File: src/source/gat_consts.svh
// Aggregator width constants
`ifndef GAT_CONSTS_SVH
`define GAT_CONSTS_SVH

// Raw input word.
`define GAT_WORD_W 16

// Header fields.
`define GAT_ID_W 12
`define GAT_DEG_W 4

// Coefficient, signed Q1.7.
`define GAT_COEF_W 8

// Neighbor feature, signed Q4.4.
`define GAT_FEAT_W 8

// Product width, signed Q5.11.
`define GAT_PROD_W (`GAT_COEF_W + `GAT_FEAT_W)

// Accumulator, signed Q9.11.
`define GAT_ACC_INT 9
`define GAT_ACC_FRAC 11
`define GAT_ACC_W (`GAT_ACC_INT + `GAT_ACC_FRAC)

// Result, signed Q4.4.
`define GAT_OUT_INT 4
`define GAT_OUT_FRAC 4
`define GAT_OUT_W (`GAT_OUT_INT + `GAT_OUT_FRAC)

`endif

File: src/source/gat_pkg.sv
// Aggregator word types
`default_nettype none

`include "gat_consts.svh"

package gat_pkg;

	// Header view of an input word.
	typedef struct packed {
		logic [`GAT_ID_W-1:0]  node_id;
		logic [`GAT_DEG_W-1:0] degree;
	} node_hdr_t;

	// Data view of an input word.
	// Both fields are two's complement.
	typedef struct packed {
		logic [`GAT_COEF_W-1:0] coef;
		logic [`GAT_FEAT_W-1:0] feat;
	} node_data_t;

	// One stream word, decoded by position in the node.
	typedef union packed {
		node_hdr_t  hdr;
		node_data_t data;
	} node_word_u;

endpackage

`default_nettype wire

File: src/source/aggr_ctrl_if.sv
// Aggregator control bundle
`timescale 1ns/1ps
`default_nettype none

`include "gat_consts.svh"

interface aggr_ctrl_if;

	logic                  clear;
	logic                  load;
	logic [`GAT_DEG_W-1:0] degree;
	logic                  accumulate;
	logic                  last;
	logic                  capture;

	// Sequencer side.
	modport fsm (
		output clear, load, degree, accumulate, capture,
		input  last
	);

	// Neighbor count side.
	modport counter (
		input  load, degree, accumulate,
		output last
	);

	// Arithmetic side.
	modport datapath (
		input clear, accumulate, capture
	);

endinterface

`default_nettype wire

File: src/source/fxp_zoom.sv
// Fixed-point width converter
`timescale 1ns/1ps
`default_nettype none

module fxp_zoom #(
	parameter int WII   = 8,
	parameter int WIF   = 8,
	parameter int WOI   = 8,
	parameter int WOF   = 8,
	parameter int ROUND = 1
) (
	input  logic [WII+WIF-1:0] in,
	output logic [WOI+WOF-1:0] out,
	output logic               overflow
);

	localparam int WIN  = WII + WIF;
	localparam int WMID = WII + WOF;

	// Input integer part with the output fraction width.
	logic [WMID-1:0] inr;
	logic [WII-1:0]  ini;
	logic [WOF-1:0]  inf;
	logic [WOI-1:0]  outi;
	logic [WOF-1:0]  outf;

	// Fraction alignment.
	generate
		if (WOF < WIF) begin : g_frac_narrow
			if (ROUND == 0) begin : g_trunc
				assign inr = in[WIN-1:WIF-WOF];
			end else begin : g_round
				// Largest positive value, which must not wrap on round up.
				localparam logic [WMID-1:0] MAX_POS = {WMID{1'b1}} >> 1;

				always_comb begin
					inr = in[WIN-1:WIF-WOF];
					if (in[WIF-WOF-1] && (inr != MAX_POS)) begin
						inr = inr + 1'b1;
					end
				end
			end
		end else if (WOF == WIF) begin : g_frac_same
			assign inr = in;
		end else begin : g_frac_wide
			assign inr = {in, {(WOF-WIF){1'b0}}};
		end
	endgenerate

	assign {ini, inf} = inr;

	// Integer range, with saturation when it shrinks.
	generate
		if (WOI < WII) begin : g_int_narrow
			always_comb begin
				outi = ini[WOI-1:0];
				outf = inf;
				overflow = 1'b0;
				if (!ini[WII-1] && (|ini[WII-2:WOI-1])) begin
					// Above the positive limit.
					overflow = 1'b1;
					outi = {1'b0, {(WOI-1){1'b1}}};
					outf = {WOF{1'b1}};
				end else if (ini[WII-1] && !(&ini[WII-2:WOI-1])) begin
					// Below the negative limit.
					overflow = 1'b1;
					outi = {1'b1, {(WOI-1){1'b0}}};
					outf = '0;
				end
			end
		end else begin : g_int_wide
			always_comb begin
				outi = WOI'($signed(ini));
				outf = inf;
				overflow = 1'b0;
			end
		end
	endgenerate

	assign out = {outi, outf};

endmodule

`default_nettype wire

File: src/source/neighbor_counter.sv
// Remaining neighbor counter
`timescale 1ns/1ps
`default_nettype none

`include "gat_consts.svh"

module neighbor_counter (
	input logic         clk,
	input logic         reset,
	aggr_ctrl_if.counter ctrl
);

	// Data words still expected for the current node.
	logic [`GAT_DEG_W-1:0] count;

	always_ff @(posedge clk) begin
		if (reset) begin
			count <= '0;
		end else if (ctrl.load) begin
			count <= ctrl.degree;
		end else if (ctrl.accumulate && (count != '0)) begin
			count <= count - 1'b1;
		end
	end

	// One word left, so the next accepted word ends the node.
	assign ctrl.last = (count == `GAT_DEG_W'(1));

endmodule

`default_nettype wire

File: src/source/aggr_fsm.sv
// Node sequencing FSM
`timescale 1ns/1ps
`default_nettype none

`include "gat_consts.svh"

module aggr_fsm
	import gat_pkg::*;
(
	input  logic                clk,
	input  logic                reset,
	input  logic                in_valid,
	input  node_word_u          in_word,
	aggr_ctrl_if.fsm            ctrl,
	output logic [`GAT_ID_W-1:0] out_node
);

	localparam logic [1:0] IDLE   = 2'd0;
	localparam logic [1:0] DATA   = 2'd1;
	localparam logic [1:0] RESULT = 2'd2;

	logic [1:0]            state;
	logic [1:0]            state_next;
	logic                  hdr_ok;
	logic [`GAT_ID_W-1:0]  node_id;

	// A header only counts in IDLE, and degree zero is dropped.
	assign hdr_ok = in_valid && (state == IDLE) && (in_word.hdr.degree != '0);

	assign ctrl.clear      = hdr_ok;
	assign ctrl.load       = hdr_ok;
	assign ctrl.degree     = in_word.hdr.degree;
	assign ctrl.accumulate = in_valid && (state == DATA);
	assign ctrl.capture    = (state == RESULT);

	always_comb begin
		state_next = state;
		case (state)
			IDLE: begin
				if (hdr_ok) begin
					state_next = DATA;
				end
			end
			DATA: begin
				if (ctrl.accumulate && ctrl.last) begin
					state_next = RESULT;
				end
			end
			default: begin
				state_next = IDLE;
			end
		endcase
	end

	always_ff @(posedge clk) begin
		if (reset) begin
			state    <= IDLE;
			node_id  <= '0;
			out_node <= '0;
		end else begin
			state <= state_next;
			if (hdr_ok) begin
				node_id <= in_word.hdr.node_id;
			end
			// Published together with the datapath result.
			if (ctrl.capture) begin
				out_node <= node_id;
			end
		end
	end

endmodule

`default_nettype wire

File: src/source/fxp_mac.sv
// Multiply-accumulate datapath
`timescale 1ns/1ps
`default_nettype none

`include "gat_consts.svh"

module fxp_mac
	import gat_pkg::*;
(
	input  logic                 clk,
	input  logic                 reset,
	input  node_word_u           in_word,
	aggr_ctrl_if.datapath        ctrl,
	output logic                 out_valid,
	output logic [`GAT_OUT_W-1:0] out_value,
	output logic                 out_overflow
);

	logic signed [`GAT_PROD_W-1:0] product;
	logic signed [`GAT_ACC_W-1:0]  acc;
	logic [`GAT_OUT_W-1:0]         zoom_value;
	logic                          zoom_overflow;

	// Q1.7 times Q4.4 gives Q5.11.
	assign product = $signed(in_word.data.coef) * $signed(in_word.data.feat);

	always_ff @(posedge clk) begin
		if (reset || ctrl.clear) begin
			acc <= '0;
		end else if (ctrl.accumulate) begin
			acc <= acc + `GAT_ACC_W'(product);
		end
	end

	// Q9.11 down to Q4.4.
	fxp_zoom #(
		.WII   (`GAT_ACC_INT),
		.WIF   (`GAT_ACC_FRAC),
		.WOI   (`GAT_OUT_INT),
		.WOF   (`GAT_OUT_FRAC),
		.ROUND (1)
	) fxp_zoom_inst (
		.in       (acc),
		.out      (zoom_value),
		.overflow (zoom_overflow)
	);

	always_ff @(posedge clk) begin
		if (reset) begin
			out_valid    <= 1'b0;
			out_value    <= '0;
			out_overflow <= 1'b0;
		end else begin
			out_valid <= ctrl.capture;
			if (ctrl.capture) begin
				out_value    <= zoom_value;
				out_overflow <= zoom_overflow;
			end
		end
	end

endmodule

`default_nettype wire

File: src/source/gat_aggregator.sv
// Neighbor aggregation top
`timescale 1ns/1ps
`default_nettype none

`include "gat_consts.svh"

module gat_aggregator (
	input  logic                  clk,
	input  logic                  reset,
	input  logic                  in_valid,
	input  logic [`GAT_WORD_W-1:0] in_word,
	output logic                  out_valid,
	output logic [`GAT_ID_W-1:0]   out_node,
	output logic [`GAT_OUT_W-1:0]  out_value,
	output logic                  out_overflow
);

	// Control between sequencer, counter and datapath.
	aggr_ctrl_if ctrl_if ();

	aggr_fsm aggr_fsm_inst (
		.clk      (clk),
		.reset    (reset),
		.in_valid (in_valid),
		.in_word  (in_word),
		.ctrl     (ctrl_if.fsm),
		.out_node (out_node)
	);

	neighbor_counter neighbor_counter_inst (
		.clk   (clk),
		.reset (reset),
		.ctrl  (ctrl_if.counter)
	);

	// Same word, read as coefficient and feature.
	fxp_mac fxp_mac_inst (
		.clk          (clk),
		.reset        (reset),
		.in_word      (in_word),
		.ctrl         (ctrl_if.datapath),
		.out_valid    (out_valid),
		.out_value    (out_value),
		.out_overflow (out_overflow)
	);

endmodule

`default_nettype wire

File: config.mk
export PLATFORM = sky130hd
export DESIGN_NAME = gat_aggregator
export DESIGN_NICKNAME = d
export VERILOG_FILES = /design/src/source/gat_pkg.sv /design/src/source/aggr_ctrl_if.sv /design/src/source/fxp_zoom.sv /design/src/source/neighbor_counter.sv /design/src/source/aggr_fsm.sv /design/src/source/fxp_mac.sv /design/src/source/gat_aggregator.sv
export VERILOG_INCLUDE_DIRS = /design/src /design/src/source
export SDC_FILE = /design/constraint.sdc
export NUM_CORES = 1
export LEC_CHECK = 0
export ABC_AREA = 1
export BUFFER_PORTS_ARGS = -buffer_cell sky130_fd_sc_hd__buf_2
export CAP_MARGIN = 10
export CORE_ASPECT_RATIO = 1.2
export CORE_MARGIN = 3
export CORE_UTILIZATION = 40
export CTS_CLUSTER_DIAMETER = 150
export DETAILED_ROUTE_END_ITERATION = 12
export GPL_TIMING_DRIVEN = 0
export SLEW_MARGIN = 20
export SYNTH_ARGS = -nofsm -noshare
export SYNTH_HDL_FRONTEND = slang
export SYNTH_HIERARCHICAL = 1
export SYNTH_SLANG_ARGS = --single-unit
File: constraint.sdc
create_clock -name clk -period 5 [get_ports clk]
set_input_delay 1 -clock clk [delete_from_list [all_inputs] [get_ports clk]]
set_output_delay 1 -clock clk [all_outputs]
set_load 0.01 [all_outputs]
==> Word level (Yosys, flattened, before mapping) <==
Cells that the tools add are included.
{ "word_totals": {"wordCells": 48, "latchBits": 0, "output_inout_bits": 22, "regBits": 60, "mem_count": 0, "ram_bits": 0, "mem_bits_ro": 0} }
{ "classes": {"n_eq_ne": 6, "add_sub_neg": 3, "order_cmp": 0, "multipliers": 1, "div_mod_pow": 0, "muxes": 12, "n_shift": 0, "bitwise": 0, "reduce_logical": 18} }
{ "op_table": {"columns": ["cell", "n"], "rows": [
  ["two-way mux 4 bit", 6],
  ["adder 20 x 16 -> 20 bit", 1],
  ["multiplier 8 x 8 -> 16 bit", 1],
  ["adder 13 x 1 -> 13 bit (second input constant)", 1],
  ["two-way mux 13 bit", 1],
  ["!= test 13 x 12 -> 1 bit (second input constant)", 1],
  ["logical AND 1 bit", 8],
  ["nonzero test 4 bit", 2],
  ["AND reduction 5 bit", 1],
  ["OR reduction 5 bit", 1],
  ["== test 4 x 1 -> 1 bit (second input constant)", 1],
  ["two-way mux 2 bit", 2],
  ["case mux 2 bit (2 select lines)", 1],
  ["subtractor 4 x 1 -> 4 bit (second input constant)", 1],
  ["== test 2 x 1 -> 1 bit (second input constant)", 1],
  ["== test 2 bit (second input constant)", 1],
  ["zero test 1 bit", 2],
  ["zero test 2 bit", 1],
  ["two-way mux 1 bit", 2],
  ["!= test 2 x 1 -> 1 bit (second input constant)", 1],
  ["!= test 2 bit (second input constant)", 1],
  ["AND reduction 2 bit", 1],
  ["nonzero test 2 bit", 1],
  ["logical OR 1 bit", 1]
]} }

==> Longest topological paths before layout <==
{ "depth": {"word_depth": 8, "depth_mapped": 23} }

==> Hierarchy <==
The synthesis kept the hierarchy.
{ "modules_own_cells": {"columns": ["mod", "area_each_um2", "cells_per_inst", "seq_area_each_um2", "n_inst"], "rows": [
  ["fxp_mac", 4873.4, 634, 600.6, 1],
  ["aggr_fsm", 1206.2, 154, 520.5, 1],
  ["fxp_zoom", 513.0, 109, 0.0, 1],
  ["neighbor_counter", 296.5, 41, 80.1, 1]
]} }

==> Least setup slack after synthesis <==
Ideal clock, no wire load.
{ "synth_path": {"path_type": "in2reg", "start": "input port in_word[7]", "end": "register fxp_mac_inst.acc[12]", "path_stages": 16, "slack_ns": -0.269, "path_buffers": 0, "t_arrival_ns": 5.153, "required_time_ns": 4.885, "path_cell_list": "clkinv_1 -> or2_2 -> fa_1 -> fa_1 -> inv_1 -> fa_1 -> fa_1 -> fa_1 -> ha_1 -> a21oi_1 -> nand2_1 -> nand2_1 -> nand3_1 -> xor2_1 -> o21ai_0 -> inv_1"} }
{ "synth_via": {"elab_chain_cells": 2} }
{ "synth_rtl": {"columns": ["item", "line_no", "source"], "rows": [
  ["start: declaration", "gat_aggregator.sv:11", "input logic [`GAT_WORD_W-1:0] in_word,"],
  ["multiplier 8 x 8 -> 16 bit", "fxp_mac.sv:25", "assign product = $signed(in_word.data.coef) * $signed(in_word.data.feat);"],
  ["adder 20 x 16 -> 20 bit", "fxp_mac.sv:31", "acc <= acc + `GAT_ACC_W'(product);"],
  ["end signal: assignment", "fxp_mac.sv:31", null],
  ["end: declaration", "fxp_mac.sv:20", "logic signed [`GAT_ACC_W-1:0] acc;"]
]} }
No other way between the ends.
A chain may end at the register's enable or synchronous reset.

==> Final worst setup path <==
{ "layout_path": {"start": "input port in_word[15]", "end": "register fxp_mac_inst.acc[14]"} }
Same word-level chain as after synthesis.

==> qor.yml <==
critical_path:
  endpoint_kind: "flip-flop"
  cpMaxStageDelayCell: "fa_1"
  cp_cell_sequence: "clkbuf_4, nand2_2, clkinvlp_4, buf_12, fa_1, fa_1, fa_1, fa_1, ha_1, ha_1, a21oi_1, or2_1, nand3_2, nand2_2, nand2_1, nand2_1, nand3_1, nand2_1, inv_1"
  path_buf_inv: 4
  path_class: "in -> reg"
  regToRegSetupSlack_ps: 540
  worstSetupStartpointType: "primary input"
  slowest_delay_ps: 530
  cp_top_family: "adder cells"
  cp_common_cell: "fa_1"
  reg2reg_depth: 20
  worstPathArrival_ps: 5030
  crit_required_ps: 5240
  r2r_end: "fxp_mac_inst/acc[13]"
  reg2reg_from: "fxp_mac_inst/acc[6]"
  crit_path_max_fanout: 12
clock_network:
  cts_tree: "built"
  cts_buffer_depth: 2
  ctsHoldBuffers: 0
  cts.sinks: 60
  htree_levels: 3
  clkSlewWorstSetupHoldPaths_ps: 60
  clk_latency_ps: 330
  cts_root_buffer: "clkbuf_16"
  cts_buffers: 9
min_path:
  hold_depth: 2
  min_path_type: "reg -> reg"
  hold_path_end: "fxp_mac_inst/acc[0]"
  hold_start: "fxp_mac_inst/acc[0]"
global_routing:
  grt_pass1_vias: 5711
  grt_max_degree: 13
  grt_pass1_wl_um: 26500
  antenna_found_initial: 0
  overflow: 0
  grt_usage_pct: 17.0
synthesis:
  yosysWarnings: 6
  netlist_area_um2: 6890
  syn_inst: 938
  syn_nets: 1094
  synth-seq-cells: 60
  seq_area_frac_synth_pct: 17.4
  syn_avg_cell_area_um2: 7.34
  synth_cell_type_count: 33
sta:
  clock_skew_ps: 7.72
  maxSlewViolCount: 0
  fmax_mhz: 209
  finalHoldViolCount: 0
  tns_ps: 0
  rsz0062_at_grt: "no"
  finalCritPeriodShare_pct: 95.9
  period_minus_slack_ps: 4790
  maxSlewHeadroom_pct: 60.8
  finalSetupViolCount: 0
  tightest_slew_ps: 585
route:
  drc_errors: 0
  wl_per_cell_um: 12.2
  vias: 5522
  wl_um: 14700
  avgViaCountPerCell: 4.60
  ant_nets: 0
  firstDrtPassIters: 4
  initialDrtViolationCount: 194
outcome:
  status: "complete, no violations"
finish:
  fin_util_pct: 48.3
  antenna_cells: 0
  area_growth_pct: 15.9
  layout-drive-gt1-share_pct: 17.2
  finalNetCount: 1139
  fin_cells: 1200
  n_fill_cell: 1658
place:
  gp_congestion: 0.820
  hpwlAfterDp_um: 12400
  dpl.cell_count: 1190
  port_buffers: 40
floorplanning:
  core_area_um2: 16500
  initial_utilization_pct: 41.7
  rows: 51
  ios: 41
  dieArea_um2: 18800
  dieHeight_um: 150
  dieWidth_um: 126
flow_run:
  drv_cap: 0
pwr:
  ir_drop_mv: 0.296
  power_density_nw_per_um2: 519
  leakagePower_nw: 4.32
synth_stat cells:
cell type / instances / area (um2)
nand2_1: 201 / 754
inv_1: 192 / 721
nor2_1: 117 / 439
fa_1: 88 / 1760
dfxtp_1: 60 / 1200
ha_1: 49 / 613
nand3_1: 43 / 215
a21oi_1: 29 / 145
o21ai_0: 29 / 145
clkbuf_1: 19 / 71.3
xor2_1: 13 / 114
inv_2: 11 / 41.3
o21ai_1: 11 / 55.1
buf_4: 9 / 67.6
nand2_2: 9 / 56.3
nand3_2: 9 / 90.1
a21oi_2: 8 / 70.1
nor2_2: 6 / 37.5
nand2_4: 5 / 56.3
nand4_1: 5 / 31.3
nor3_1: 4 / 20.0
xnor2_1: 4 / 35.0
clkinv_1: 3 / 11.3
or2_1: 3 / 18.8
buf_2: 2 / 10.0
o21a_1: 2 / 15.0
buf_12: 1 / 20.0
buf_8: 1 / 15.0
clkbuf_8: 1 / 13.8
nor2_8: 1 / 20.0
nor3_2: 1 / 10.0
nor3b_1: 1 / 7.51
or2_2: 1 / 6.26
logic make-up (layout without fill, tap and decap cells):
kind of cell / Yosys count / count (layout) / share of synthesized area, %
adders and majority gates: 137 / 137 / 34.5
DFF: 60 / 60 / 17.4
xor gates and xnor gates: 17 / 17 / 2.16
and+or+nand+nor: 406 / 406 / 25.6
buffers and inverters: 239 / 289 / 14.1
AOI/OAI and AO/OA: 79 / 79 / 6.25
per-stage QoR:
step / worst slack, ps / instance area [um2] / total power [mW] / hold WS (ps)
2_1_floorplan: 3.22 / 7080 / 2.80 / 445
3_3_place_gp: -610 / 7550 / 3.32 / 458
3_5_place_dp: -626 / 7550 / 3.35 / 465
4_1_cts: -10.7 / 7860 / 4.04 / 473
5_1_grt: 0.465 / 7990 / 4.63 / 511
6_report: 205 / 7990 / 4.15 / 469
sequential cells by signal, summed over array words and instances, names as in the netlist:
name / flops
aggr_fsm_inst/out_node: 12
neighbor_counter_inst/count: 4
fxp_mac_inst/acc: 20
aggr_fsm_inst/node_id: 12
fxp_mac_inst/out_valid: 1
fxp_mac_inst/out_overflow: 1
aggr_fsm_inst/state: 2
fxp_mac_inst/out_value: 8
tightest hold or removal path: cells and delay by family (launching register included):
family	cells	cell delay, ps
AOI/OAI and AO/OA	1	50
DFF	1	310
and+or+nand+nor	1	60
power breakdown:
part	switching (mW)	leakage, nW	total, mW	internal, mW
registers	0.0315	0.489	0.537	0.505
logic	1.64	3.68	2.95	1.31
clock network	0.252	0.154	0.657	0.405
cell type report:
cell class / instances / area (um2) / share of cell area, %
clock inverters: 6 / 70.1 / 0.877
clock buffers: 10 / 239 / 2.99
well taps: 212 / 265 / 3.32
flip-flops and latches: 60 / 1200 / 15.0
repair buffers: 49 / 305 / 3.82
inverters: 206 / 786 / 9.84
multi-input cells: 639 / 4980 / 62.3
plain buffers: 18 / 141 / 1.77
layout by cell type (no fill, tap or decap), types with 11 or more instances in the layout:
master / synthesis / layout
inv_2: 11 / 12
nand3_2: 9 / 11
inv_1: 192 / 189
nand2_1: 201 / 191
fa_1: 88 / 86
nor2_1: 117 / 116
a21oi_2: 8 / 13
o21ai_0: 29 / 27
ha_4: 0 / 15
nand3_1: 43 / 41
xor2_1: 13 / 13
nand2_2: 9 / 18
dfxtp_1: 60 / 60
ha_1: 49 / 34
buf_2: 2 / 37
a21oi_1: 29 / 24
buf_4: 9 / 20
o21ai_1: 11 / 13
layer usage:
| layer | share of wire, % | track usage [%] | wire [um] | vias up |
|---|---|---|---|---|
| met5 | 0 | 0 | 0 | - |
| met2 | 52 | 31.6 | 7630 | 59 |
| li1 | - | - | - | 2883 |
| met1 | 44 | 20.6 | 6390 | 2560 |
| met3 | 2.7 | 2.50 | 397 | 20 |
| met4 | 1.8 | 4.72 | 261 | 0 |
worst max-delay path by stage:
| stage | slack, ps | endpoint | start | cells past startpoint |
|---|---|---|---|---|
| final | 210 | fxp_mac_inst/acc[14] | in_word[15] | 19 |
| after global routing | 0.5 | fxp_mac_inst/acc[19] | in_word[7] | 22 |
| after CTS | -10 | fxp_mac_inst/acc[19] | in_word[15] | 20 |
| after detailed placement | -630 | fxp_mac_inst/acc[19] | in_word[2] | 20 |
| after global placement | -610 | fxp_mac_inst/acc[19] | in_word[2] | 20 |
| after floorplan | 3 | fxp_mac_inst/acc[12] | in_word[15] | 15 |
repair_timing:
action | in CTS | in global routing
resized for setup | 2 | 28
pin swaps | 0 | 16
setup buffers | 2 | 7
endpoints found under the setup margin | 11 | 12
(Power assumes the default switching activity.)
